### src/mb_machine_pkg.sv
`default_nettype none

package mb_machine_pkg;

    typedef logic [31:0] word_t;        // Machine word on Y and D buses
    typedef logic [11:0] uaddr_t;       // Microinstruction address
    typedef logic [4:0]  modgn_t;       // Modifier group number
    typedef logic [7:0]  procn_t;       // Process number
    typedef logic [4:0]  modnum_t;      // Modifier number within group

    // Mode register RR, bit 31 first
    typedef struct packed {
        logic [1:0] unused;             // Bits 31..30 not specified
        logic       jump;               // Control transfer flag
        logic       rcb;                // Right command flag
        logic       cb;                 // Address changed by register 16
        logic       no_paging;          // Page mapping disabled
        logic       no_procnm;          // Process number check disabled
        logic       negaddr;            // Negative address mode
        logic       no_rprot;           // Page access protection disabled
        logic       no_wprot;           // Page write protection disabled
        logic       intstp;             // Stop on interrupt
        logic       single_step;        // Single instruction step mode
        logic       cemlrg;             // Reserved emulation bit
        logic       no_wtag;            // Tag check on write disabled
        logic       no_intr;            // External interrupts masked
        logic       no_progtag;         // Program tag handling disabled
        logic       no_badacc;          // Foreign accumulator check disabled
        logic       no_rtag;            // Tag check on operand read disabled
        logic       no_badop;           // Foreign operand check disabled
        logic       drg;                // Dispatcher mode
        logic       ovrftb;             // Stash field overflow check blocked
        logic       bnb;                // Range check blocked
        logic       z;                  // Zero
        logic       n;                  // Negative
        logic       c;                  // Carry
        logic       v;                  // Overflow
        logic       ovrib;              // Overflow interrupt blocked
        logic [2:0] grp;                // Operation group, one-hot
        logic       rndb;               // Rounding blocked
        logic       normb;              // Normalization blocked
    } mode_reg_t;

    localparam int STACK_DEPTH_DEF = 5; // Return stack entries

endpackage

`default_nettype wire
### src/mb_micro_pkg.sv
`default_nettype none

package mb_micro_pkg;

    // Sequencer instruction, Am2910 numbering
    typedef enum logic [3:0] {
        SQ_JZ   = 4'd0,                 // Jump to zero, clear stack
        SQ_CJS  = 4'd1,                 // Conditional jump to subroutine
        SQ_JMAP = 4'd2,                 // Jump to mapped address
        SQ_CJP  = 4'd3,                 // Conditional jump
        SQ_CRTN = 4'd10,                // Conditional return
        SQ_CONT = 4'd14                 // Continue
    } seq_op_e;

    // D bus sources
    typedef enum logic [3:0] {
        DS_NONE  = 4'd0,
        DS_MODGN = 4'd1,                // Group number register
        DS_PROCN = 4'd2,                // Process number register
        DS_RR    = 4'd3                 // Mode register
    } dsrc_e;

    // Y bus destinations
    typedef enum logic [3:0] {
        YD_NONE  = 4'd0,
        YD_MODGN = 4'd1,
        YD_PROCN = 4'd2,
        YD_RR    = 4'd3,
        YD_UREG  = 4'd8                 // Effective address register
    } ydst_e;

    // Flag flip-flop decoder codes
    typedef enum logic [4:0] {
        FF_LOGGRP = 5'd1,  FF_MULGRP = 5'd2,  FF_ADDGRP = 5'd3,
        FF_SETC   = 5'd5,  FF_CLRRCB = 5'd6,  FF_SETRCB = 5'd7,
        FF_CLRJMP = 5'd8,  FF_SETJMP = 5'd9,  FF_SETEI  = 5'd10, FF_CLREI = 5'd11,
        FF_CLRTR0 = 5'd12, FF_SETTR0 = 5'd13, FF_CLRTR1 = 5'd14, FF_SETTR1 = 5'd15,
        FF_CLRTKK = 5'd18, FF_SETTKK = 5'd19, FF_SETNR  = 5'd20,
        FF_SETER  = 5'd22, FF_CHTKK  = 5'd23
    } ffcnt_e;

    // Microinstruction, 56 bits
    typedef struct packed {
        seq_op_e                 sqi;   // Sequencer code
        mb_machine_pkg::uaddr_t  a;     // Branch address
        logic [1:0]              map;   // D input source, 3 is Y bus
        logic                    sci;   // Condition to carry-in
        logic                    ici;   // Carry-in inversion
        logic                    icc;   // Condition polarity
        logic                    ise;   // Interrupt enable, copies tkk to rcb
        logic                    iomp;  // Low selects flag decoder
        logic [4:0]              ffcnt; // Flag set/clear code
        logic [4:0]              cond;  // Condition select
        logic                    csm;   // Modifier memory access
        logic                    wem;   // Modifier memory write
        logic                    mod;   // Privileged access
        logic [1:0]              mnsa;  // Modifier number source
        mb_machine_pkg::modnum_t modnm; // Modifier number from microcode
        dsrc_e                   dsrc;  // D bus source
        ydst_e                   ydst;  // Y bus destination
        logic [2:0]              ddev;  // D device, 3 clears cb
        logic [1:0]              spare; // Reserved
    } uinstr_t;

endpackage

`default_nettype wire

### src/mb_sequencer.sv
`default_nettype none
`timescale 1ns/1ps

module mb_sequencer #(
    parameter int STACK_DEPTH = mb_machine_pkg::STACK_DEPTH_DEF
) (
    input  wire                           clk,
    input  wire                           reset,
    input  wire  mb_micro_pkg::uinstr_t   i_uinstr,  // Current microinstruction
    input  wire  mb_machine_pkg::word_t   i_y,       // Y bus
    input  wire                           i_ncc,     // Condition, active low
    output mb_machine_pkg::uaddr_t        o_uaddr    // Next microaddress
);

    localparam int SPW = $clog2(STACK_DEPTH + 1);
    localparam logic [SPW-1:0] SP_FULL = SPW'(STACK_DEPTH);

    mb_machine_pkg::uaddr_t upc;                     // Microprogram counter
    mb_machine_pkg::uaddr_t stack [STACK_DEPTH];     // Return stack
    logic [SPW-1:0]         sp;                      // Entries in use
    mb_machine_pkg::uaddr_t d_in;                    // Sequencer D input
    mb_machine_pkg::uaddr_t tos;                     // Top of stack
    logic                   pass;                    // Test passed
    logic                   cin;                     // Counter carry-in
    logic                   push;
    logic                   pop;
    logic                   clr;

    // --------------------------------------------------
    // Next address select
    assign d_in = (i_uinstr.map == 2'd3) ? i_y[11:0] : i_uinstr.a;  // Y bus or field a
    assign pass = ~i_ncc;
    assign tos  = (sp == '0) ? '0 : stack[sp - 1'b1];  // Empty stack returns 0
    assign cin  = (i_uinstr.sci ? i_ncc : 1'b1) ^ i_uinstr.ici;

    always_comb begin
        o_uaddr = upc;                               // CONT and dropped codes
        push    = 1'b0;
        pop     = 1'b0;
        clr     = 1'b0;
        case (i_uinstr.sqi)
            mb_micro_pkg::SQ_JZ: begin
                o_uaddr = '0;
                clr     = 1'b1;                      // Empty the stack
            end
            mb_micro_pkg::SQ_CJS: if (pass) begin
                o_uaddr = d_in;
                push    = 1'b1;                      // Save return point
            end
            mb_micro_pkg::SQ_JMAP: o_uaddr = d_in;
            mb_micro_pkg::SQ_CJP: if (pass) o_uaddr = d_in;
            mb_micro_pkg::SQ_CRTN: if (pass) begin
                o_uaddr = tos;
                pop     = (sp != '0);                // No pop when empty
            end
            default: ;
        endcase
    end

    // --------------------------------------------------
    // Counter and stack pointer
    always_ff @(posedge clk) begin
        if (reset) begin
            upc <= '0;
            sp  <= '0;
        end else begin
            upc <= o_uaddr + mb_machine_pkg::uaddr_t'(cin);  // Wraps at 4096
            if (clr)
                sp <= '0;
            else if (push && sp != SP_FULL)
                sp <= sp + 1'b1;                     // Full stack keeps depth
            else if (pop)
                sp <= sp - 1'b1;
        end
    end

    always_ff @(posedge clk) begin
        if (push)
            stack[(sp == SP_FULL) ? sp - 1'b1 : sp] <= upc;  // Full replaces top
    end

    sp_in_range: assert property (@(posedge clk) disable iff (reset) sp <= SP_FULL);

endmodule

`default_nettype wire

### config.mk
export PLATFORM = sky130hd
export DESIGN_NAME = mb_sequencer
export DESIGN_NICKNAME = d
export VERILOG_FILES = /design/src/mb_machine_pkg.sv /design/src/mb_micro_pkg.sv /design/src/mb_sequencer.sv
export SDC_FILE = /design/constraint.sdc
export NUM_CORES = 1
export LEC_CHECK = 0
export BUFFER_PORTS_ARGS = -buffer_cell sky130_fd_sc_hd__buf_2
export CORE_ASPECT_RATIO = 0.6
export CORE_MARGIN = 1
export CORE_UTILIZATION = 39
export DETAILED_ROUTE_END_ITERATION = 7
export PLACE_DENSITY = 0.61
export SYNTH_ARGS = -nofsm -noshare
export SYNTH_HDL_FRONTEND = slang
export SYNTH_SLANG_ARGS = --single-unit
### constraint.sdc
create_clock -name clk -period 5.85 [get_ports clk]
set_input_delay 1.17 -clock clk [delete_from_list [all_inputs] [get_ports clk]]
set_output_delay 1.17 -clock clk [all_outputs]
set_load 0.05 [all_outputs]
### Word-level counts from Yosys, hierarchy flattened

Memories as Yosys holds them, arrays and structs flattened.
Index checks and enable logic that the tools add are counted.

| storage, ports and cells | value |
|---|---|
| register bits | 15 |
| bits in writable memories | 60 |
| input port bits | 91 |
| output and inout port bits | 12 |
| logic and storage cells | 37 |
| memories | 1 |

| operators by class | value |
|---|---|
| add/subtract/negate cells | 3 |
| equal/unequal tests | 7 |
| muxes and demuxes | 16 |
| bitwise logic cells | 1 |
| reduce and logical (&&, ||, !) cells | 7 |

Memories:

| memory | words | bits a word | read ports | clocked after Yosys merged registers in | wr ports | line | text |
|---|---|---|---|---|---|---|---|
| stack | 5 | 12 | 1 | 0 | 1 | mb_sequencer.sv:19 | `mb_machine_pkg::uaddr_t stack [STACK_DEPTH];` |

Operator list:

| operator | number |
|---|---|
| 12-bit 2-to-1 mux | 4 |
| 12-bit case mux with 4 select lines | 1 |
| 12-bit by 1-bit adder with 12-bit output | 1 |
| 3-bit 2-to-1 mux | 3 |
| 4-bit by 2-bit equality test with 1-bit output (second input constant) | 2 |
| 1-bit 2-to-1 mux | 8 |
| 4-bit by 1-bit equality test with 1-bit output (second input constant) | 1 |
| 4-bit equality test (second input constant) | 1 |
| 4-bit zero test | 1 |
| 2-bit OR reduction | 2 |
| 3-bit by 1-bit adder with 3-bit output (second input constant) | 1 |
| 3-bit equality test (second input constant) | 1 |
| 3-bit zero test | 1 |
| 3-bit != test (second input constant) | 1 |
| 3-bit nonzero test | 1 |
| 3-bit by 1-bit subtractor with 3-bit output (second input constant) | 1 |
| 2-bit equality test (second input constant) | 1 |
| 2-bit nonzero test | 1 |
| 1-bit logical AND | 1 |
| 1-bit XOR | 1 |

### Depth between registers and ports, before layout

An unclocked memory read counts as a cell.

| depth | value |
|---|---|
| depth in word-level cells | 6 |
| mapped depth | 14 |
| depth with buffers taken out | 10 |

### Worst setup path after synthesis

No wires, ideal clock.

| timing path | value |
|---|---|
| kind | input to register |
| from | input i_uinstr[39] (netlist name) |
| to | register upc[8] |
| library setup time | 71 ps |
| arrival time | 4001 ps |
| required time | 5779 ps |
| slack | 1779 ps |
| cell stages on the path | 10 |
| buffers on the path | 2 |
| path through | buf_2 -> clkbuf_1 -> nand2_1 -> mux2i_1 -> o221ai_1 -> ha_1 -> ha_1 -> nand2_1 -> or4_1 -> a21oi_1 |

| on the way | value |
|---|---|
| cells in the longest elaborated chain, start to end | 5 |

Ends and longest elaborated chain:

| item | line | text |
|---|---|---|
| start: declaration | mb_sequencer.sv:9 | `input wire mb_micro_pkg::uinstr_t i_uinstr,` |
| 2-bit equality test * | mb_sequencer.sv:31 | `assign d_in = (i_uinstr.map == 2'd3) ? i_y[11:0] : i_uinstr.a;` |
| 12-bit 2-to-1 mux * | mb_sequencer.sv:31 |  |
| 12-bit 2-to-1 mux | mb_sequencer.sv:46, mb_sequencer.sv:51 |  |
| 12-bit case mux with 4 select lines * | mb_sequencer.sv:41 | `case (i_uinstr.sqi)` |
| via o_uaddr[0] | mb_sequencer.sv:12 | `output mb_machine_pkg::uaddr_t o_uaddr` |
| 12-bit by 1-bit adder with 12-bit output * | mb_sequencer.sv:67 | `upc <= o_uaddr + mb_machine_pkg::uaddr_t'(cin);` |
| end signal: assignment | mb_sequencer.sv:67 |  |
| end: declaration | mb_sequencer.sv:18 | `mb_machine_pkg::uaddr_t upc;` |

Mark *: on every way through the listed nets, which the timed path passes. The rest lies on a longest branch.
A chain may end at the register's enable or synchronous reset.

### Worst setup path after layout

| timing path | value |
|---|---|
| from | register sp[0] |
| to | output o_uaddr[10] |

| on the way | value |
|---|---|
| cells in the longest elaborated chain, start to end | 5 |
| elaborated cells between the ends (all ways) | 6 |
| those cells by class | 1 x add/sub; 3 x mux; 1 x reduce/logical; 1 x memory |

Ends and longest elaborated chain:

| item | line | text |
|---|---|---|
| start: declaration | mb_sequencer.sv:20 | `logic [SPW-1:0] sp;` |
| start signal: assignment | mb_sequencer.sv:71 | `sp <= sp + 1'b1;` |
| start signal: assignment | mb_sequencer.sv:73 | `sp <= sp - 1'b1;` |
| 3-bit by 1-bit subtractor with 3-bit output | mb_sequencer.sv:33 | `assign tos = (sp == '0) ? '0 : stack[sp - 1'b1];` |
| memory 5 x 12 bit | - |  |
| 12-bit 2-to-1 mux * | mb_sequencer.sv:33 |  |
| 12-bit 2-to-1 mux * | mb_sequencer.sv:52 | `mb_micro_pkg::SQ_CRTN: if (pass) begin` |
| 12-bit case mux with 4 select lines * | mb_sequencer.sv:41 |  |
| end: declaration | mb_sequencer.sv:12 |  |

Mark *: on every way between the ends. The rest lies on a longest branch, timed or not.

==> impl_summary.md <==
STA
Setup repair after global routing left no endpoint under its margin. Setup violations remaining at the end of the flow were counted as 0. The relative max-transition margin is 37.9%. The maximum achievable frequency is 0.221 GHz. The period utilization is 77.2%. The number of pins exceeding their max-slew limit in the final report came to 0. The actual transition at the worst max-transition pin is 0.926 ns. The accumulated negative setup slack is 0 ns. The final hold violation count was 0.

The worst-case clock skew is 0.00387 ns. The post-route minimum period is 4.52 ns.

Min path
The min-delay analysis places its worst path in the category flip-flop to flip-flop.

Cells and area
The fraction of final layout cells sized beyond drive strength 1 is 30.5%. The area growth from synthesis to layout is 18.2%. The fraction of the core area covered by cells at the end of the flow is 49.0%. The repair_antennas step left the layout with diodes totalling 0. The net count reported at finish is 410.

After filler insertion, the fill cell instance count of the layout stands at 753.

Route
The number of remaining DRC errors is 0. The number of vias in the routed layout is 2513. After detailed routing, the total wire length is 8900 um. In the routed layout, each cell is associated on average with a via count of 5.84. The mean routed wirelength per cell is 20.7 um. The number of routed nets with antenna violations is 0.

The starting DRC count in detailed routing is 203. The iteration count of the initial detailed-routing pass is 4.

GRT
The met2 usage in global routing is 28.7%. The met3 usage in global routing is 6.21%. The first global-routing pass estimated 13900 um of wire. Entering global routing, the biggest net connects 22 pins. The aggregate global-route resource usage is 19.8%. The number of global-route vias before repair is 2432. For met1 alone, demand over resource in global routing was 28.3%. The layer flagged by global routing as most heavily used is met2.

The number of antenna violations at the first check in global routing is 0. The total overflow left after global routing is 0.

Clocking
After clock tree synthesis, the flow added hold-fix buffers numbering 0. The buffer count from post-CTS setup fixing is 0. TritonCTS built the clock tree. After clock tree synthesis, the clock-pin slew on the worst setup and hold paths is 0.06 ns. In this run, post-CTS repair resized a total of 0 instances.

The clock tree synthesis step divided the H-tree into 3 levels. The maximum root-to-sink buffer count is 2. Counting every sink on the clock net gives 75. The CTS buffer count is 9. The worst-skew pair later-pin latency is 0.32 ns. Clock tree synthesis selected as its root buffer the cell sky130_fd_sc_hd__clkbuf_16.

Logic synthesis
The area fraction of the dominant cell type after synthesis is 49.7%. The cell with the most instances after synthesis is sky130_fd_sc_hd__edfxtp_1. In the synthesized netlist the async set-or-reset flop fraction comes to 0%. By count the netlist is led by 60 x sky130_fd_sc_hd__edfxtp_1, 15 x sky130_fd_sc_hd__dfxtp_1, 12 x sky130_fd_sc_hd__mux4_2. For this run, the leading register cell type out of synthesis is sky130_fd_sc_hd__edfxtp_1. Synthesis produced 264 cells.

The Yosys step of the flow raised 0 warnings. The number of nets in the synthesized netlist is 361. After synthesis the netlist holds a flip-flop and latch count of 75. The cell type with the largest total area after synthesis is sky130_fd_sc_hd__edfxtp_1. The synthesized design contains 60 enable-type register cells.

After synthesis, flip-flops and latches occupy 58.0% of the total area. Ranked by total cell area, the synthesized netlist is headed by sky130_fd_sc_hd__edfxtp_1 50%, sky130_fd_sc_hd__dfxtp_1 8.3%, sky130_fd_sc_hd__mux4_2 7.5%. In this run the cell area of the synthesized design comes to 3630 um2.

The mean instance size in the synthesized netlist is 13.7 um2. The count of different cell masters after synthesis is 51.

Placed design
The estimated wirelength of the detail-placed design is 6250 um. The count of buffers added on input and output ports is 46. The last weighted congestion value of the routability-driven placer is 0.772.

Die
The y dimension of the die is 76.7 um. The floorplan step defined a die boundary enclosing 9700 um2. The die is 127 um wide. The number of standard-cell rows in the floorplan is 26. 103 I/O pins were placed. The initial cell density of the core is 41.4%.

The region available for standard cell placement spans 8750 um2.

Run
Across the run, the number of max-cap violations was 0.

Worst setup path
The start-to-end type of the worst setup path is flip-flop to output pin. The top fanout value on the critical path is 19. STA classifies the critical path startpoint as a flip-flop.

The type of destination of the critical path is an output pin. The endpoint arrival time on the critical path is 3.35 ns. Data on the critical path is required at its endpoint by 4.68 ns.

Power
Across the VDD grid, the largest voltage drop is 203 uV. Dividing total power by cell area gives a power density of 296 nW/um2. In this run the static leakage power is 1.53 nW.

Outcome
The run finished with clean final reports.
through the flow:
stage,cell area [um2],hold WS [ns],instances,power (mW),setup WS (ns)
final,4290,0.531,430,1.27,1.33
after global routing,4290,0.547,430,1.31,1.11
after detailed placement,3980,0.527,414,0.706,1.53
after global placement,3980,0.519,414,0.704,1.59
after floorplan,3630,0.477,264,0.669,1.78
after CTS,4290,0.534,430,1.28,1.31
path summary, 6_finish.rpt:
check | startpoint | end | slack (ns) | cells after the start
setup / recovery | sp[0]$_SDFFE_PP0P_ | o_uaddr[10] | 1.33 | 8
hold / removal | upc[11]$_SDFF_PP0_ | stack[0][11]$_DFFE_PP_ | 0.53 | 0
setup reg to reg | sp[0]$_SDFFE_PP0P_ | upc[9]$_SDFF_PP0_ | 2.21 | 10
hold reg to reg | upc[11]$_SDFF_PP0_ | stack[0][11]$_DFFE_PP_ | 0.53 | 0
critical path, cell delays in order, from the launching register on:
cell and delay [ns]:
sky130_fd_sc_hd__dfxtp_1 0.30, sky130_fd_sc_hd__buf_4 0.32, sky130_fd_sc_hd__inv_1 0.17, sky130_fd_sc_hd__ha_1 0.64, sky130_fd_sc_hd__mux4_2 0.37, sky130_fd_sc_hd__mux2_2 0.27
sky130_fd_sc_hd__a221oi_1 0.63, sky130_fd_sc_hd__inv_1 0.07, sky130_fd_sc_hd__buf_2 0.23
where the power goes:
group	switching, mW	leakage (nW)	internal [mW]
clock network	0.201	0.153	0.373
registers	0.00707	0.670	0.581
logic	0.0701	0.704	0.0372
total	0.279	1.53	0.991
placed cells by master, fill, tap and decap left out, types with 3 or more instances in the layout:
| master | instances |
|---|---|
| sky130_fd_sc_hd__edfxtp_1 | 60 |
| sky130_fd_sc_hd__buf_2 | 46 |
| sky130_fd_sc_hd__dfxtp_1 | 15 |
| sky130_fd_sc_hd__mux4_2 | 12 |
| sky130_fd_sc_hd__nand2_1 | 10 |
| sky130_fd_sc_hd__a21oi_1 | 10 |
| sky130_fd_sc_hd__inv_1 | 10 |
| sky130_fd_sc_hd__nand3_1 | 9 |
| sky130_fd_sc_hd__nor2_1 | 9 |
| sky130_fd_sc_hd__clkbuf_16 | 9 |
| sky130_fd_sc_hd__a221oi_1 | 7 |
| sky130_fd_sc_hd__mux2i_1 | 7 |
| sky130_fd_sc_hd__buf_4 | 7 |
| sky130_fd_sc_hd__mux2_2 | 6 |
| sky130_fd_sc_hd__and3_1 | 6 |
| sky130_fd_sc_hd__o221ai_1 | 6 |
| sky130_fd_sc_hd__ha_1 | 6 |
| sky130_fd_sc_hd__nor2b_1 | 5 |
| sky130_fd_sc_hd__a21boi_0 | 5 |
| sky130_fd_sc_hd__o31ai_1 | 5 |
| sky130_fd_sc_hd__o21ai_0 | 4 |
| sky130_fd_sc_hd__a21bo_2 | 4 |
| sky130_fd_sc_hd__a221o_1 | 4 |
| sky130_fd_sc_hd__nor3_1 | 4 |
| sky130_fd_sc_hd__xnor2_1 | 3 |
| sky130_fd_sc_hd__nand2b_1 | 3 |
| sky130_fd_sc_hd__o211ai_1 | 3 |
| sky130_fd_sc_hd__a31oi_1 | 3 |
| sky130_fd_sc_hd__or4_1 | 3 |
cells by family (layout without fill, tap and decap cells):
| kind of cell | Yosys count | count (layout) | synth area share (%) |
|---|---|---|---|
| buffers and inverters | 25 | 79 | 3.38 |
| adder cells (fa/ha/maj) | 6 | 6 | 2.07 |
| multiplexers | 25 | 25 | 11.2 |
| AND/OR/NAND/NOR | 67 | 67 | 10.4 |
| flip-flops | 75 | 75 | 58.0 |
| AO/OA/AOI/OAI | 61 | 61 | 13.2 |
| XOR/XNOR | 5 | 5 | 1.73 |
flip-flops by register name, indices dropped and copies added, names as in the netlist:
register and flops:
upc 12, sp 3, stack 60
area by class of cell:
type | instances | area, um2 | share of cell area (%)
Inverter | 10 | 37.5 | 0.875
Tap cell | 112 | 140 | 3.27
Clock buffer | 11 | 233 | 5.43
Multi-Input combinational cell | 164 | 1420 | 33.0
Clock inverter | 5 | 78.8 | 1.84
Sequential cell | 75 | 2100 | 49.0
Timing Repair Buffer | 53 | 283 | 6.59
layer usage:
| layer | wire [um] | vias to the layer above |
|---|---|---|
| li1 | - | 1159 |
| met1 | 4310 | 1267 |
| met2 | 3900 | 79 |
| met3 | 603 | 8 |
| met4 | 96 | 0 |
| met5 | 0 | - |
(Power assumes the default switching activity.)
