## config.mk

```make
export PLATFORM = sky130hd
export DESIGN_NAME = mb_mode_flags
export DESIGN_NICKNAME = d
export VERILOG_FILES = /design/src/mb_machine_pkg.sv /design/src/mb_micro_pkg.sv /design/src/mb_mode_flags.sv
export SDC_FILE = /design/constraint.sdc
export NUM_CORES = 1
export LEC_CHECK = 0
export ABC_AREA = 1
export BUFFER_PORTS_ARGS = -buffer_cell sky130_fd_sc_hd__buf_2
export CAP_MARGIN = 25
export CORE_ASPECT_RATIO = 1.4
export CORE_MARGIN = 5
export CORE_UTILIZATION = 44
export CTS_CLUSTER_DIAMETER = 40
export DETAILED_ROUTE_END_ITERATION = 12
export PLACE_DENSITY = 0.94
export SETUP_SLACK_MARGIN = 0.1
export SYNTH_ARGS = -nofsm -noshare
export SYNTH_HDL_FRONTEND = slang
export SYNTH_SLANG_ARGS = --single-unit
```

## constraint.sdc

```tcl
create_clock -name clk -period 3.4 [get_ports clk]
set_input_delay 0.68 -clock clk [delete_from_list [all_inputs] [get_ports clk]]
set_output_delay 0.68 -clock clk [all_outputs]
set_load 0.005 [all_outputs]
```

## src/mb_machine_pkg.sv

```systemverilog
`default_nettype none

package mb_machine_pkg;

    typedef logic [31:0] word_t;        // Machine word on Y and D buses
    typedef logic [11:0] uaddr_t;       // Microinstruction address
    typedef logic [4:0]  modgn_t;       // Modifier group number
    typedef logic [7:0]  procn_t;       // Process number
    typedef logic [4:0]  modnum_t;      // Modifier number within group

    // Mode register RR, bit 31 first
    typedef struct packed {
        logic [1:0] unused;             // Bits 31..30 not specified
        logic       jump;               // Control transfer flag
        logic       rcb;                // Right command flag
        logic       cb;                 // Address changed by register 16
        logic       no_paging;          // Page mapping disabled
        logic       no_procnm;          // Process number check disabled
        logic       negaddr;            // Negative address mode
        logic       no_rprot;           // Page access protection disabled
        logic       no_wprot;           // Page write protection disabled
        logic       intstp;             // Stop on interrupt
        logic       single_step;        // Single instruction step mode
        logic       cemlrg;             // Reserved emulation bit
        logic       no_wtag;            // Tag check on write disabled
        logic       no_intr;            // External interrupts masked
        logic       no_progtag;         // Program tag handling disabled
        logic       no_badacc;          // Foreign accumulator check disabled
        logic       no_rtag;            // Tag check on operand read disabled
        logic       no_badop;           // Foreign operand check disabled
        logic       drg;                // Dispatcher mode
        logic       ovrftb;             // Stash field overflow check blocked
        logic       bnb;                // Range check blocked
        logic       z;                  // Zero
        logic       n;                  // Negative
        logic       c;                  // Carry
        logic       v;                  // Overflow
        logic       ovrib;              // Overflow interrupt blocked
        logic [2:0] grp;                // Operation group, one-hot
        logic       rndb;               // Rounding blocked
        logic       normb;              // Normalization blocked
    } mode_reg_t;

    localparam int STACK_DEPTH_DEF = 5; // Return stack entries

endpackage

`default_nettype wire
```

## src/mb_micro_pkg.sv

```systemverilog
`default_nettype none

package mb_micro_pkg;

    // Sequencer instruction, Am2910 numbering
    typedef enum logic [3:0] {
        SQ_JZ   = 4'd0,                 // Jump to zero, clear stack
        SQ_CJS  = 4'd1,                 // Conditional jump to subroutine
        SQ_JMAP = 4'd2,                 // Jump to mapped address
        SQ_CJP  = 4'd3,                 // Conditional jump
        SQ_CRTN = 4'd10,                // Conditional return
        SQ_CONT = 4'd14                 // Continue
    } seq_op_e;

    // D bus sources
    typedef enum logic [3:0] {
        DS_NONE  = 4'd0,
        DS_MODGN = 4'd1,                // Group number register
        DS_PROCN = 4'd2,                // Process number register
        DS_RR    = 4'd3                 // Mode register
    } dsrc_e;

    // Y bus destinations
    typedef enum logic [3:0] {
        YD_NONE  = 4'd0,
        YD_MODGN = 4'd1,
        YD_PROCN = 4'd2,
        YD_RR    = 4'd3,
        YD_UREG  = 4'd8                 // Effective address register
    } ydst_e;

    // Flag flip-flop decoder codes
    typedef enum logic [4:0] {
        FF_LOGGRP = 5'd1,  FF_MULGRP = 5'd2,  FF_ADDGRP = 5'd3,
        FF_SETC   = 5'd5,  FF_CLRRCB = 5'd6,  FF_SETRCB = 5'd7,
        FF_CLRJMP = 5'd8,  FF_SETJMP = 5'd9,  FF_SETEI  = 5'd10, FF_CLREI = 5'd11,
        FF_CLRTR0 = 5'd12, FF_SETTR0 = 5'd13, FF_CLRTR1 = 5'd14, FF_SETTR1 = 5'd15,
        FF_CLRTKK = 5'd18, FF_SETTKK = 5'd19, FF_SETNR  = 5'd20,
        FF_SETER  = 5'd22, FF_CHTKK  = 5'd23
    } ffcnt_e;

    // Microinstruction, 56 bits
    typedef struct packed {
        seq_op_e                 sqi;   // Sequencer code
        mb_machine_pkg::uaddr_t  a;     // Branch address
        logic [1:0]              map;   // D input source, 3 is Y bus
        logic                    sci;   // Condition to carry-in
        logic                    ici;   // Carry-in inversion
        logic                    icc;   // Condition polarity
        logic                    ise;   // Interrupt enable, copies tkk to rcb
        logic                    iomp;  // Low selects flag decoder
        logic [4:0]              ffcnt; // Flag set/clear code
        logic [4:0]              cond;  // Condition select
        logic                    csm;   // Modifier memory access
        logic                    wem;   // Modifier memory write
        logic                    mod;   // Privileged access
        logic [1:0]              mnsa;  // Modifier number source
        mb_machine_pkg::modnum_t modnm; // Modifier number from microcode
        dsrc_e                   dsrc;  // D bus source
        ydst_e                   ydst;  // Y bus destination
        logic [2:0]              ddev;  // D device, 3 clears cb
        logic [1:0]              spare; // Reserved
    } uinstr_t;

endpackage

`default_nettype wire

```

## src/mb_mode_flags.sv

```systemverilog
`default_nettype none
`timescale 1ns/1ps

module mb_mode_flags (
    input  wire                           clk,
    input  wire                           reset,
    input  wire  mb_micro_pkg::uinstr_t   i_uinstr,  // Current microinstruction
    input  wire  mb_machine_pkg::word_t   i_y,       // Y bus
    output mb_machine_pkg::mode_reg_t     o_rr,      // Mode register
    output logic                          o_ncc      // Condition code, active low
);

    logic tr0;                                       // Microprogram flag 0
    logic tr1;                                       // Microprogram flag 1
    logic tkk;                                       // Standardizer right command
    logic emul_mode;                                 // Emulation mode
    logic cond_bit;                                  // Selected condition

    // --------------------------------------------------
    // RR load and flag decoder
    always_ff @(posedge clk) begin
        if (reset) begin
            o_rr      <= '0;
            tr0       <= 1'b0;
            tr1       <= 1'b0;
            tkk       <= 1'b0;
            emul_mode <= 1'b0;
        end else begin
            if (i_uinstr.ydst == mb_micro_pkg::YD_RR)
                o_rr <= mb_machine_pkg::mode_reg_t'(i_y);  // Lowest priority
            if (!i_uinstr.iomp) begin
                case (i_uinstr.ffcnt)
                    mb_micro_pkg::FF_LOGGRP: o_rr.grp     <= 3'b001;  // Logic group
                    mb_micro_pkg::FF_MULGRP: o_rr.grp     <= 3'b010;  // Multiply group
                    mb_micro_pkg::FF_ADDGRP: o_rr.grp     <= 3'b100;  // Add group
                    mb_micro_pkg::FF_SETC:   o_rr.cb      <= 1'b1;
                    mb_micro_pkg::FF_CLRRCB: o_rr.rcb     <= 1'b0;
                    mb_micro_pkg::FF_SETRCB: o_rr.rcb     <= 1'b1;
                    mb_micro_pkg::FF_CLRJMP: o_rr.jump    <= 1'b0;
                    mb_micro_pkg::FF_SETJMP: o_rr.jump    <= 1'b1;
                    mb_micro_pkg::FF_SETEI:  o_rr.no_intr <= 1'b0;  // Unmask interrupts
                    mb_micro_pkg::FF_CLREI:  o_rr.no_intr <= 1'b1;  // Mask interrupts
                    mb_micro_pkg::FF_CLRTR0: tr0          <= 1'b0;
                    mb_micro_pkg::FF_SETTR0: tr0          <= 1'b1;
                    mb_micro_pkg::FF_CLRTR1: tr1          <= 1'b0;
                    mb_micro_pkg::FF_SETTR1: tr1          <= 1'b1;
                    mb_micro_pkg::FF_CLRTKK: tkk          <= 1'b0;
                    mb_micro_pkg::FF_SETTKK: tkk          <= 1'b1;
                    mb_micro_pkg::FF_SETNR:  emul_mode    <= 1'b0;  // Native mode
                    mb_micro_pkg::FF_SETER:  emul_mode    <= 1'b1;  // Emulation mode
                    mb_micro_pkg::FF_CHTKK:  tkk          <= ~tkk;  // Toggle
                    default: ;
                endcase
            end
            if (i_uinstr.ddev == 3'd3)
                o_rr.cb <= 1'b0;                     // Clear beats SETC
            if (i_uinstr.ise)
                o_rr.rcb <= tkk;                     // Copy beats set/clear
        end
    end

    // --------------------------------------------------
    // Condition multiplexer
    always_comb begin
        case (i_uinstr.cond)
            5'd1:    cond_bit = o_rr.normb;
            5'd2:    cond_bit = o_rr.rndb;
            5'd3:    cond_bit = o_rr.ovrib;
            5'd4:    cond_bit = o_rr.bnb;
            5'd5:    cond_bit = o_rr.ovrftb;
            5'd6:    cond_bit = o_rr.drg;
            5'd7:    cond_bit = emul_mode;
            5'd8:    cond_bit = o_rr.rcb;
            5'd9:    cond_bit = o_rr.cb;
            5'd10:   cond_bit = o_rr.cemlrg;
            5'd12:   cond_bit = tr1;
            5'd13:   cond_bit = o_rr.intstp;
            5'd15:   cond_bit = tkk;
            5'd22:   cond_bit = tr0;
            default: cond_bit = 1'b1;                // Code 0 and missing sources
        endcase
    end

    assign o_ncc = i_uinstr.icc ? cond_bit : ~cond_bit;

    grp_one_hot: assert property (@(posedge clk) disable iff (reset)
        (!i_uinstr.iomp && i_uinstr.ffcnt inside {5'd1, 5'd2, 5'd3})
            |=> $onehot(o_rr.grp));

endmodule

`default_nettype wire

```

Word-level counts from Yosys, hierarchy flattened

Cells that the tools add are included.

Register bits: 36
Output and inout port bits: 33
Logic and storage cells: 96

Bitwise operators: 3
Reduce and logical (&&, ||, !) cells: 9
Equal/unequal tests: 35
Multiplexer cells: 16

Operators by type and width:

| cell                                          | number |
|---|---|
| == test 5 x 4 -> 1 bit, second input constant | 14 |
| == test 5 x 3 -> 1 bit, second input constant | 7 |
| == test 5 bit, second input constant          | 6 |
| two-way mux 30 bit                            | 1 |
| == test 5 x 2 -> 1 bit, second input constant | 4 |
| case mux 1 bit (14 select lines)              | 1 |
| case mux 1 bit (2 select lines)               | 6 |
| == test 5 x 1 -> 1 bit, second input constant | 2 |
| case mux 3 bit (3 select lines)               | 1 |
| AND reduction 2 bit                           | 4 |
| two-way mux 3 bit                             | 2 |
| nonzero test 2 bit                            | 3 |
| == test 4 x 2 -> 1 bit, second input constant | 1 |
| two-way mux 1 bit                             | 4 |
| == test 3 x 2 -> 1 bit, second input constant | 1 |
| inverter 1 bit                                | 3 |
| case mux 1 bit (3 select lines)               | 1 |
| nonzero test 3 bit                            | 1 |
| OR reduction 2 bit                            | 1 |

Depth between registers and ports, before layout

Gate-level depths: netlist of the first run.

Depth in word-level cells: 5
Mapped depth: 11
Mapped depth without buffers: 10

Least setup slack after synthesis of the first run

Ideal clock, no wire load.

Path type: input to output
From: in i_uinstr[26] in the netlist's numbering
To: out o_ncc
Setup slack: 1.269 ns
Path buffers: 1
Data required time: 2.720 ns
Arrival: 1.451 ns
Stages: 11
Cell sequence: buf_4 > inv_2 > nor2_1 > nand2_1 > nand2_1 > nor2_1 > nand3_1 > nand2_1 > nor2_1 > nand2_1 > nand2_1

Word-level cells in the longest chain between the ends: 4
Elaborated cells between the ends (all ways): 17
Classes of those cells: eq/ne (14); mux (2); bitwise (1)

RTL lines:

| item                                  | RTL line            | text |
|---|---|---|
| from (decl)                           | mb_mode_flags.sv:7  | `input wire mb_micro_pkg::uinstr_t i_uinstr,` |
| == test 5 bit (tied with other cells) | mb_mode_flags.sv:65 | `case (i_uinstr.cond)` |
| case mux 1 bit (14 select lines) (*)  | mb_mode_flags.sv:65 |  |
| inverter 1 bit                        | mb_mode_flags.sv:84 | `assign o_ncc = i_uinstr.icc ? cond_bit : ~cond_bit;` |
| two-way mux 1 bit (*)                 | mb_mode_flags.sv:84 |  |
| to (decl)                             | mb_mode_flags.sv:10 | `output logic o_ncc` |

Mark *: on every way between the ends. The rest lies on a longest branch, timed or not.

Worst setup path in the final report of the first run

From: in i_uinstr[23] in the netlist's numbering
To: out o_ncc

The elaborated chain is that of the path after synthesis.

==> impl_results.md, run 1 <==
* Outcome: finished clean
* Vias at 2031
* Area leader, netlist: dfxtp_1
* Slowest cell delay on critical path at 190 ps
* Routed vias/inst at 4.95
* Switching share of power at 25.6%
* Synth Flop Type: dfxtp_1
* Gr usage total at 18.5%
* Yosys reg bits at 36
* Avg Cell Area, Syn at 6.34 µm²
* Max-cap violations at 0
* Distinct cells, synth at 24
* Crit-path cells: buf_2 -> inv_2 -> nand2_1 -> nor2_1 -> nand2_1 -> nand2_1 -> nor2_1 -> nand3_1 -> nor2_1 -> nand2_1 -> nand2_1 -> buf_2
* Die Wd at 64.0 µm
* Most frequent cell after synthesis: nor2_1
* Clock Latency Late Sink at 280 ps
* Routed Wire Length at 4.94 mm
* CTS Hold Buffers Added at 0
* Share of the synthesized area in the top cell type at 40.1%
* Post-placement setup slack at 941 ps
* Share of layout cells above drive strength 1 at 27.5%
* Internal power at 0.655 mW
* Core area at 3950 µm²
* Worst Path Required at 2720 ps
* Sequential power share at 50.3%
* R2r setup slk at 2570 ps
* DRC viols at 0
* Starting density of the core at 45.5%
* Slowest CP cell: buf_2
* DRT iter0 DRCs at 79
* Power Density at 380 nW/µm²
* Final Skew at 0.206 ps
* Avg WL per Cell at 12.0 µm
* WHS Path Cells at 2
* Critical Path Most Common Cell: nand2_1
* Area contributors post-synth: dfxtp_1 40%, nor2_1 15%, nand2_1 12%
* Sequential area share after synthesis at 40.1%
* Worst Path Max Fanout at 10
* TritonCTS Buffers at 5
* RR Startpoint: tkk
* Pwr Total at 0.881 mW
* CTS clk-pin slew, worst paths at 70 ps
* Number of synthesized flops with an enable pin at 0
* Critical path arrival at 1770 ps
* Logic pwr share at 14.3%
* CP startpoint kind: input port
* Fin crit share at 72.1%
* RR Endpoint: tkk
* HPWL after DPL at 3.79 mm
* Post-CTS Setup Inserts at 0
* First-pass GRT wire length at 8.31 mm
* H-tree depth at 2
* Worst Tran Pin Value at 722 ps
* Commonest cells post-synth: 74 x nor2_1, 59 x nand2_1, 36 x dfxtp_1, 34 x o21ai_0, 23 x inv_1
* Diodes inserted at 0
* I/O pin count at 123
* Hold Violations, Final at 0
* Longest Clk Path Bufs at 2
* Post-CTS Resized at 0
* Max-slew violations at 0
* Netlist Area Pre-Place at 1800 µm²
* Maximum vdd drop at 335 µV
* Syn Inst Count at 284
* Die ar. at 5490 µm²
* I/O Buffers at 86
* Worst r2r path cells at 3
* Hold EP: tr1
* Hold Crit Class: register to register
* Area grow syn2layout at 28.7%
* Fin nets at 456
* Clk pwr share at 35.3%
* Setup TNS at 0 ps
* Sink Count at 36
* Hold Path Origin: tr1
* Post-route ant nets at 0
* Tmin final at 2450 ps
* Largest net degree at the start of global routing at 37
* Final worst setup slack at 948 ps
* Setup crit end kind: primary output
* Relative slew slack at 51.8%
* Gpl congestion at 0.908
* Placed cell areas at 2220 µm²
* Switching power at 0.226 mW
* TritonCTS clock tree: built
* First-pass iteration count of the detailed router at 4
* Final instance area at 2320 µm²
* Initial antenna violation count at 0
* Top cell family by delay on the critical path: simple AND/OR/NAND/NOR gates
* Leak at 1.17 nW
* Maximum clock rate at 408 MHz
* Gr ovfl total at 0
* Vias in the first global route at 1946
* Die Height at 85.7 µm
* Async set or reset register ratio after synthesis at 0%
* Type of the worst setup path: input port to primary output
* RSZ-0062 raised after global routing: no
* Rows at 27
* Synth Warn # at 0
* Synth Net Count at 374
* Buffers plus inverters on the worst setup path at 3
* Final setup fails at 0
* CTS root buf: clkbuf_8
[per-layer routing]
layer	routed length [µm]	vias to the layer above	global-route usage [%]	share of wire (%)
li1	-	1066	-	-
met1	1940	889	20.0	39
met2	2550	68	32.8	52
met3	338	8	4.98	6.8
met4	105	0	8.70	2.1
met5	0	-	0	0
[kinds of logic (layout without fill, tap and decap cells)]
logic type / count (synthesis) / count (layout) / synth area share (%)
simple gates: 157 / 157 / 35.3
flops: 36 / 36 / 40.1
compound gates: 52 / 52 / 15.2
buf+inv: 39 / 122 / 9.46
[worst register-to-register path, stage by stage, from the launching register on]
cell and delay [ps]:
dfxtp_1 340, a211oi_1 210, nand2_1 70, a21oi_1 150
[registers in the layout, indices dropped and copies added (netlist names)]
register and cells:
o_rr 32, tr1 1, tkk 1, emul_mode 1, tr0 1
[final cells by class]
class                           count  area (µm²)
Clock inverter                      1        7.51
Sequential cell                    36         721
Multi-Input combinational cell    209         908
Fill cell                         396        1640
Inverter                           27         101
Timing Repair Buffer               87         438
Tap cell                           43        53.8
Clock buffer                        7        86.3
[power groups by stage]
| stage | combinational, mW | clock [mW] | sequential [mW] |
|---|---|---|---|
| final | 0.126 | 0.311 | 0.443 |
| after global routing | 0.146 | 0.340 | 0.445 |
| after CTS | 0.127 | 0.319 | 0.444 |
| after detailed placement | 0.126 | 0 | 0.453 |
| after global placement | 0.123 | 0 | 0.452 |
| after floorplan | 0.0661 | 0 | 0.454 |
[per-stage QoR]
| step | util (%) | hold WS [ps] | cells |
|---|---|---|---|
| after floorplan | - | 424 | 284 |
| after global placement | 56.2 | 436 | 402 |
| after detailed placement | 56.2 | 441 | 402 |
| after CTS | 58.6 | 452 | 410 |
| after global routing | 58.6 | 472 | 410 |
| final | 58.6 | 451 | 410 |
[placed cells by master (no fill, tap or decap), types with 2 or more instances in the layout]
cell,count
buf_2,86
nor2_1,74
nand2_1,59
dfxtp_1,36
o21ai_0,34
inv_1,23
nand3_1,16
a21oi_1,10
clkbuf_8,6
inv_2,4
a31oi_1,4
nor2_2,2
[how the worst max path moves through the flow]
stage            startpoint     to  slack [ps]  cells past startpoint
2_1_floorplan  i_uinstr[26]  o_ncc        1270                     11
3_3_place_gp   i_uinstr[23]  o_ncc         960                     12
3_5_place_dp   i_uinstr[23]  o_ncc         940                     12
4_1_cts        i_uinstr[23]  o_ncc         940                     12
5_1_grt        i_uinstr[23]  o_ncc         770                     11
6_report       i_uinstr[23]  o_ncc         950                     12
(Power assumes the default switching activity.)
==> inputs of run 2 (changes only) <==
--- a/config.mk
+++ b/config.mk
@@ -10,10 +10,10 @@
 export CAP_MARGIN = 25
 export CORE_ASPECT_RATIO = 1.4
 export CORE_MARGIN = 5
-export CORE_UTILIZATION = 44
+export CORE_UTILIZATION = 37
 export CTS_CLUSTER_DIAMETER = 40
 export DETAILED_ROUTE_END_ITERATION = 12
-export PLACE_DENSITY = 0.94
+export PLACE_DENSITY = 0.86
 export SETUP_SLACK_MARGIN = 0.1
 export SYNTH_ARGS = -nofsm -noshare
 export SYNTH_HDL_FRONTEND = slang
==> constraint.sdc (replaced) <==
create_clock -name clk -period 2.13 [get_ports clk]
set_input_delay 0.426 -clock clk [delete_from_list [all_inputs] [get_ports clk]]
set_output_delay 0.426 -clock clk [all_outputs]
set_load 0.005 [all_outputs]
==> run 2 against run 1 <==
Sequential share of layout area decreased by 0.55 points. Cell count increased by 5.4%. Via count decreased by 0.69%. Critical path depth unchanged. First-iteration DRC count increased by 44%. Total power increased by 60%. Clock-buffer cell count unchanged. Register-to-register slack got worse by 1200 ps. Utilization decreased by 9.1 points. Global-route usage decreased by 2.7 points. Combinational power increased by 62%. Hold slack got worse by 67 ps.
==> impl_results.md, run 2 (synthesis gave the netlist of run 1 again) <==
* Max-slew violations at 0 (unchanged)
* Initial antenna violation count at 0 (unchanged)
* Max reg flops at 32 (unchanged)
* Starting density of the core at 37.7% (-7.8 points)
* CP startpoint kind: input port
* Vias at 2017 (-0.69%)
* Worst Path Max Fanout at 10 (unchanged)
* Maximum clock rate at 533 MHz
* First-pass iteration count of the detailed router at 4 (unchanged)
* TritonCTS clock tree: built
* Die ar. at 6380 µm² (+16%)
* Maximum vdd drop at 397 µV (+19%)
* Gr usage total at 15.8% (-2.7 points)
* Largest net degree at the start of global routing at 36 (-2.7%)
* Top reg by flops: o_rr
* Setup crit end kind: primary output
* Outcome: finished clean
* Routed Wire Length at 4.99 mm (+1.1%)
* Worst Tran Pin Value at 483 ps (-239 ps)
* Final Skew at 0.0286 ps (-0.177 ps)
* CTS Hold Buffers Added at 0 (unchanged)
* TritonCTS Buffers at 5 (unchanged)
* RSZ-0062 raised after global routing: no
* Most frequent cells in the layout: 85 x buf_2, 72 x nor2_1, 59 x nand2_1, 36 x dfxtp_1, 34 x o21ai_0
* First-pass GRT wire length at 7.89 mm (-5.1%)
* Longest Clk Path Bufs at 2 (unchanged)
* Relative slew slack at 67.7% (+16 points)
* Power Density at 598 nW/µm² (+57%)
* DRC viols at 0 (unchanged)
* Hold Crit Class: input port to register
* I/O pin count at 123 (unchanged)
* Share of layout cells above drive strength 1 at 28.3% (+0.74 points)
* Placed cell areas at 2260 µm² (+1.5%)
* Critical path arrival at 1450 ps (-320 ps)
* Routed vias/inst at 4.67 (-5.7%)
* Fin nets at 457 (+0.22%)
* Avg WL per Cell at 11.6 µm (-4.1%)
* Sink Count at 36 (unchanged)
* Type of the worst setup path: input port to primary output
* Clock Latency Late Sink at 280 ps (about the same)
* Post-route ant nets at 0 (unchanged)
* Gpl congestion at 0.874 (-3.7%)
* Final setup fails at 0 (unchanged)
* HPWL after DPL at 3.83 mm (+0.96%)
* Gr ovfl total at 0 (unchanged)
* Area grow syn2layout at 31.0%
* CTS root buf: clkbuf_8
* Most common cell after layout, fill and taps aside: buf_2
* Vias in the first global route at 1881 (-3.3%)
* Worst Path Required at 1700 ps (-1020 ps)
* I/O Buffers at 86 (unchanged)
* Rows at 30 (+11%)
* Diodes inserted at 0 (unchanged)
* Die Height at 92.5 µm (+8.0%)
* FILL cells at 514 (+30%)
* Final instance area at 2360 µm² (+1.8%)
* CTS clk-pin slew, worst paths at 80 ps (about the same)
* Pwr Total at 1.41 mW (+60%)
* Max-cap violations at 0 (unchanged)
* Die Wd at 68.9 µm (+7.6%)
* Fin crit share at 88.1%
* Hold Violations, Final at 0 (unchanged)
* Final core occ at 49.4% (-9.1 points)
* Core area at 4770 µm² (+21%)
* Tmin final at 1880 ps
* H-tree depth at 2 (unchanged)
* Leak at 1.17 nW (+0.46%)
* DRT iter0 DRCs at 114 (+44%)
* Setup TNS at 0 ps (unchanged)
-- run 2: cell count changes in the layout (fill, tap and decap cells not counted) --
cell,previous run,this run
nor2_1,74,72
nor2_2,2,4
buf_2,86,85
buf_4,1,2
clkbuf_4,0,1
-- run 2: timing repair --
| item | 4_1_cts | 5_1_grt |
|---|---|---|
| gates resized for setup | 0 | 3 |
| setup buffers | 0 | 0 |
| endpoints found under the setup margin | 0 | 1 |
-- run 2: final cells by class --
class / instances / area, µm² / area share (%)
inverter: 27 / 101 / 4.30
timing repair buffer: 88 / 448 / 19.0
sequential: 36 / 721 / 30.6
tap: 64 / 80.1 / 3.40
clock buffer: 7 / 86.3 / 3.66
clock inverter: 1 / 7.51 / 0.318
multi-input combinational: 209 / 913 / 38.7
-- run 2: final timing paths --
check,to,slack (ps),cells past startpoint,from
max reg2reg,tkk,1320,3,tkk
min reg2reg,emul_mode,440,2,emul_mode
min,o_rr[25],380,3,i_y[25]
max,o_ncc,250,12,i_uinstr[23]
-- run 2: routing by layer --
metal	up-vias	GRT usage, %	routed length, µm
met3	7	3.76	449
met5	-	0	0
met2	68	27.4	2480
met1	872	17.6	1950
li1	1070	-	-
met4	0	7.32	116
-- run 2: stage by stage --
step / instances / hold slack (ps) / setup WS, ps
after floorplan: 284 / 424 / 507
after global placement: 424 / 434 / 207
after detailed placement: 424 / 436 / 215
after CTS: 432 / 372 / 215
after global routing: 432 / 395 / 103
final: 432 / 384 / 254
-- run 2: critical path, cell delays in order --
cell and delay [ps]:
clkbuf_4 180, inv_2 60, nand2_1 100, nor2_1 70
nand2_1 50, nand2_1 40, nor2_1 120, nand3_1 110
nor2_1 100, nand2_1 50, nand2_1 50, buf_2 100
-- run 2: where the power goes --
group / internal, mW / total (mW) / switching [mW] / leakage, nW
clock: 0.263 / 0.499 / 0.236 / 0.0445
combinational: 0.0893 / 0.204 / 0.114 / 0.835
sequential: 0.696 / 0.708 / 0.0124 / 0.292
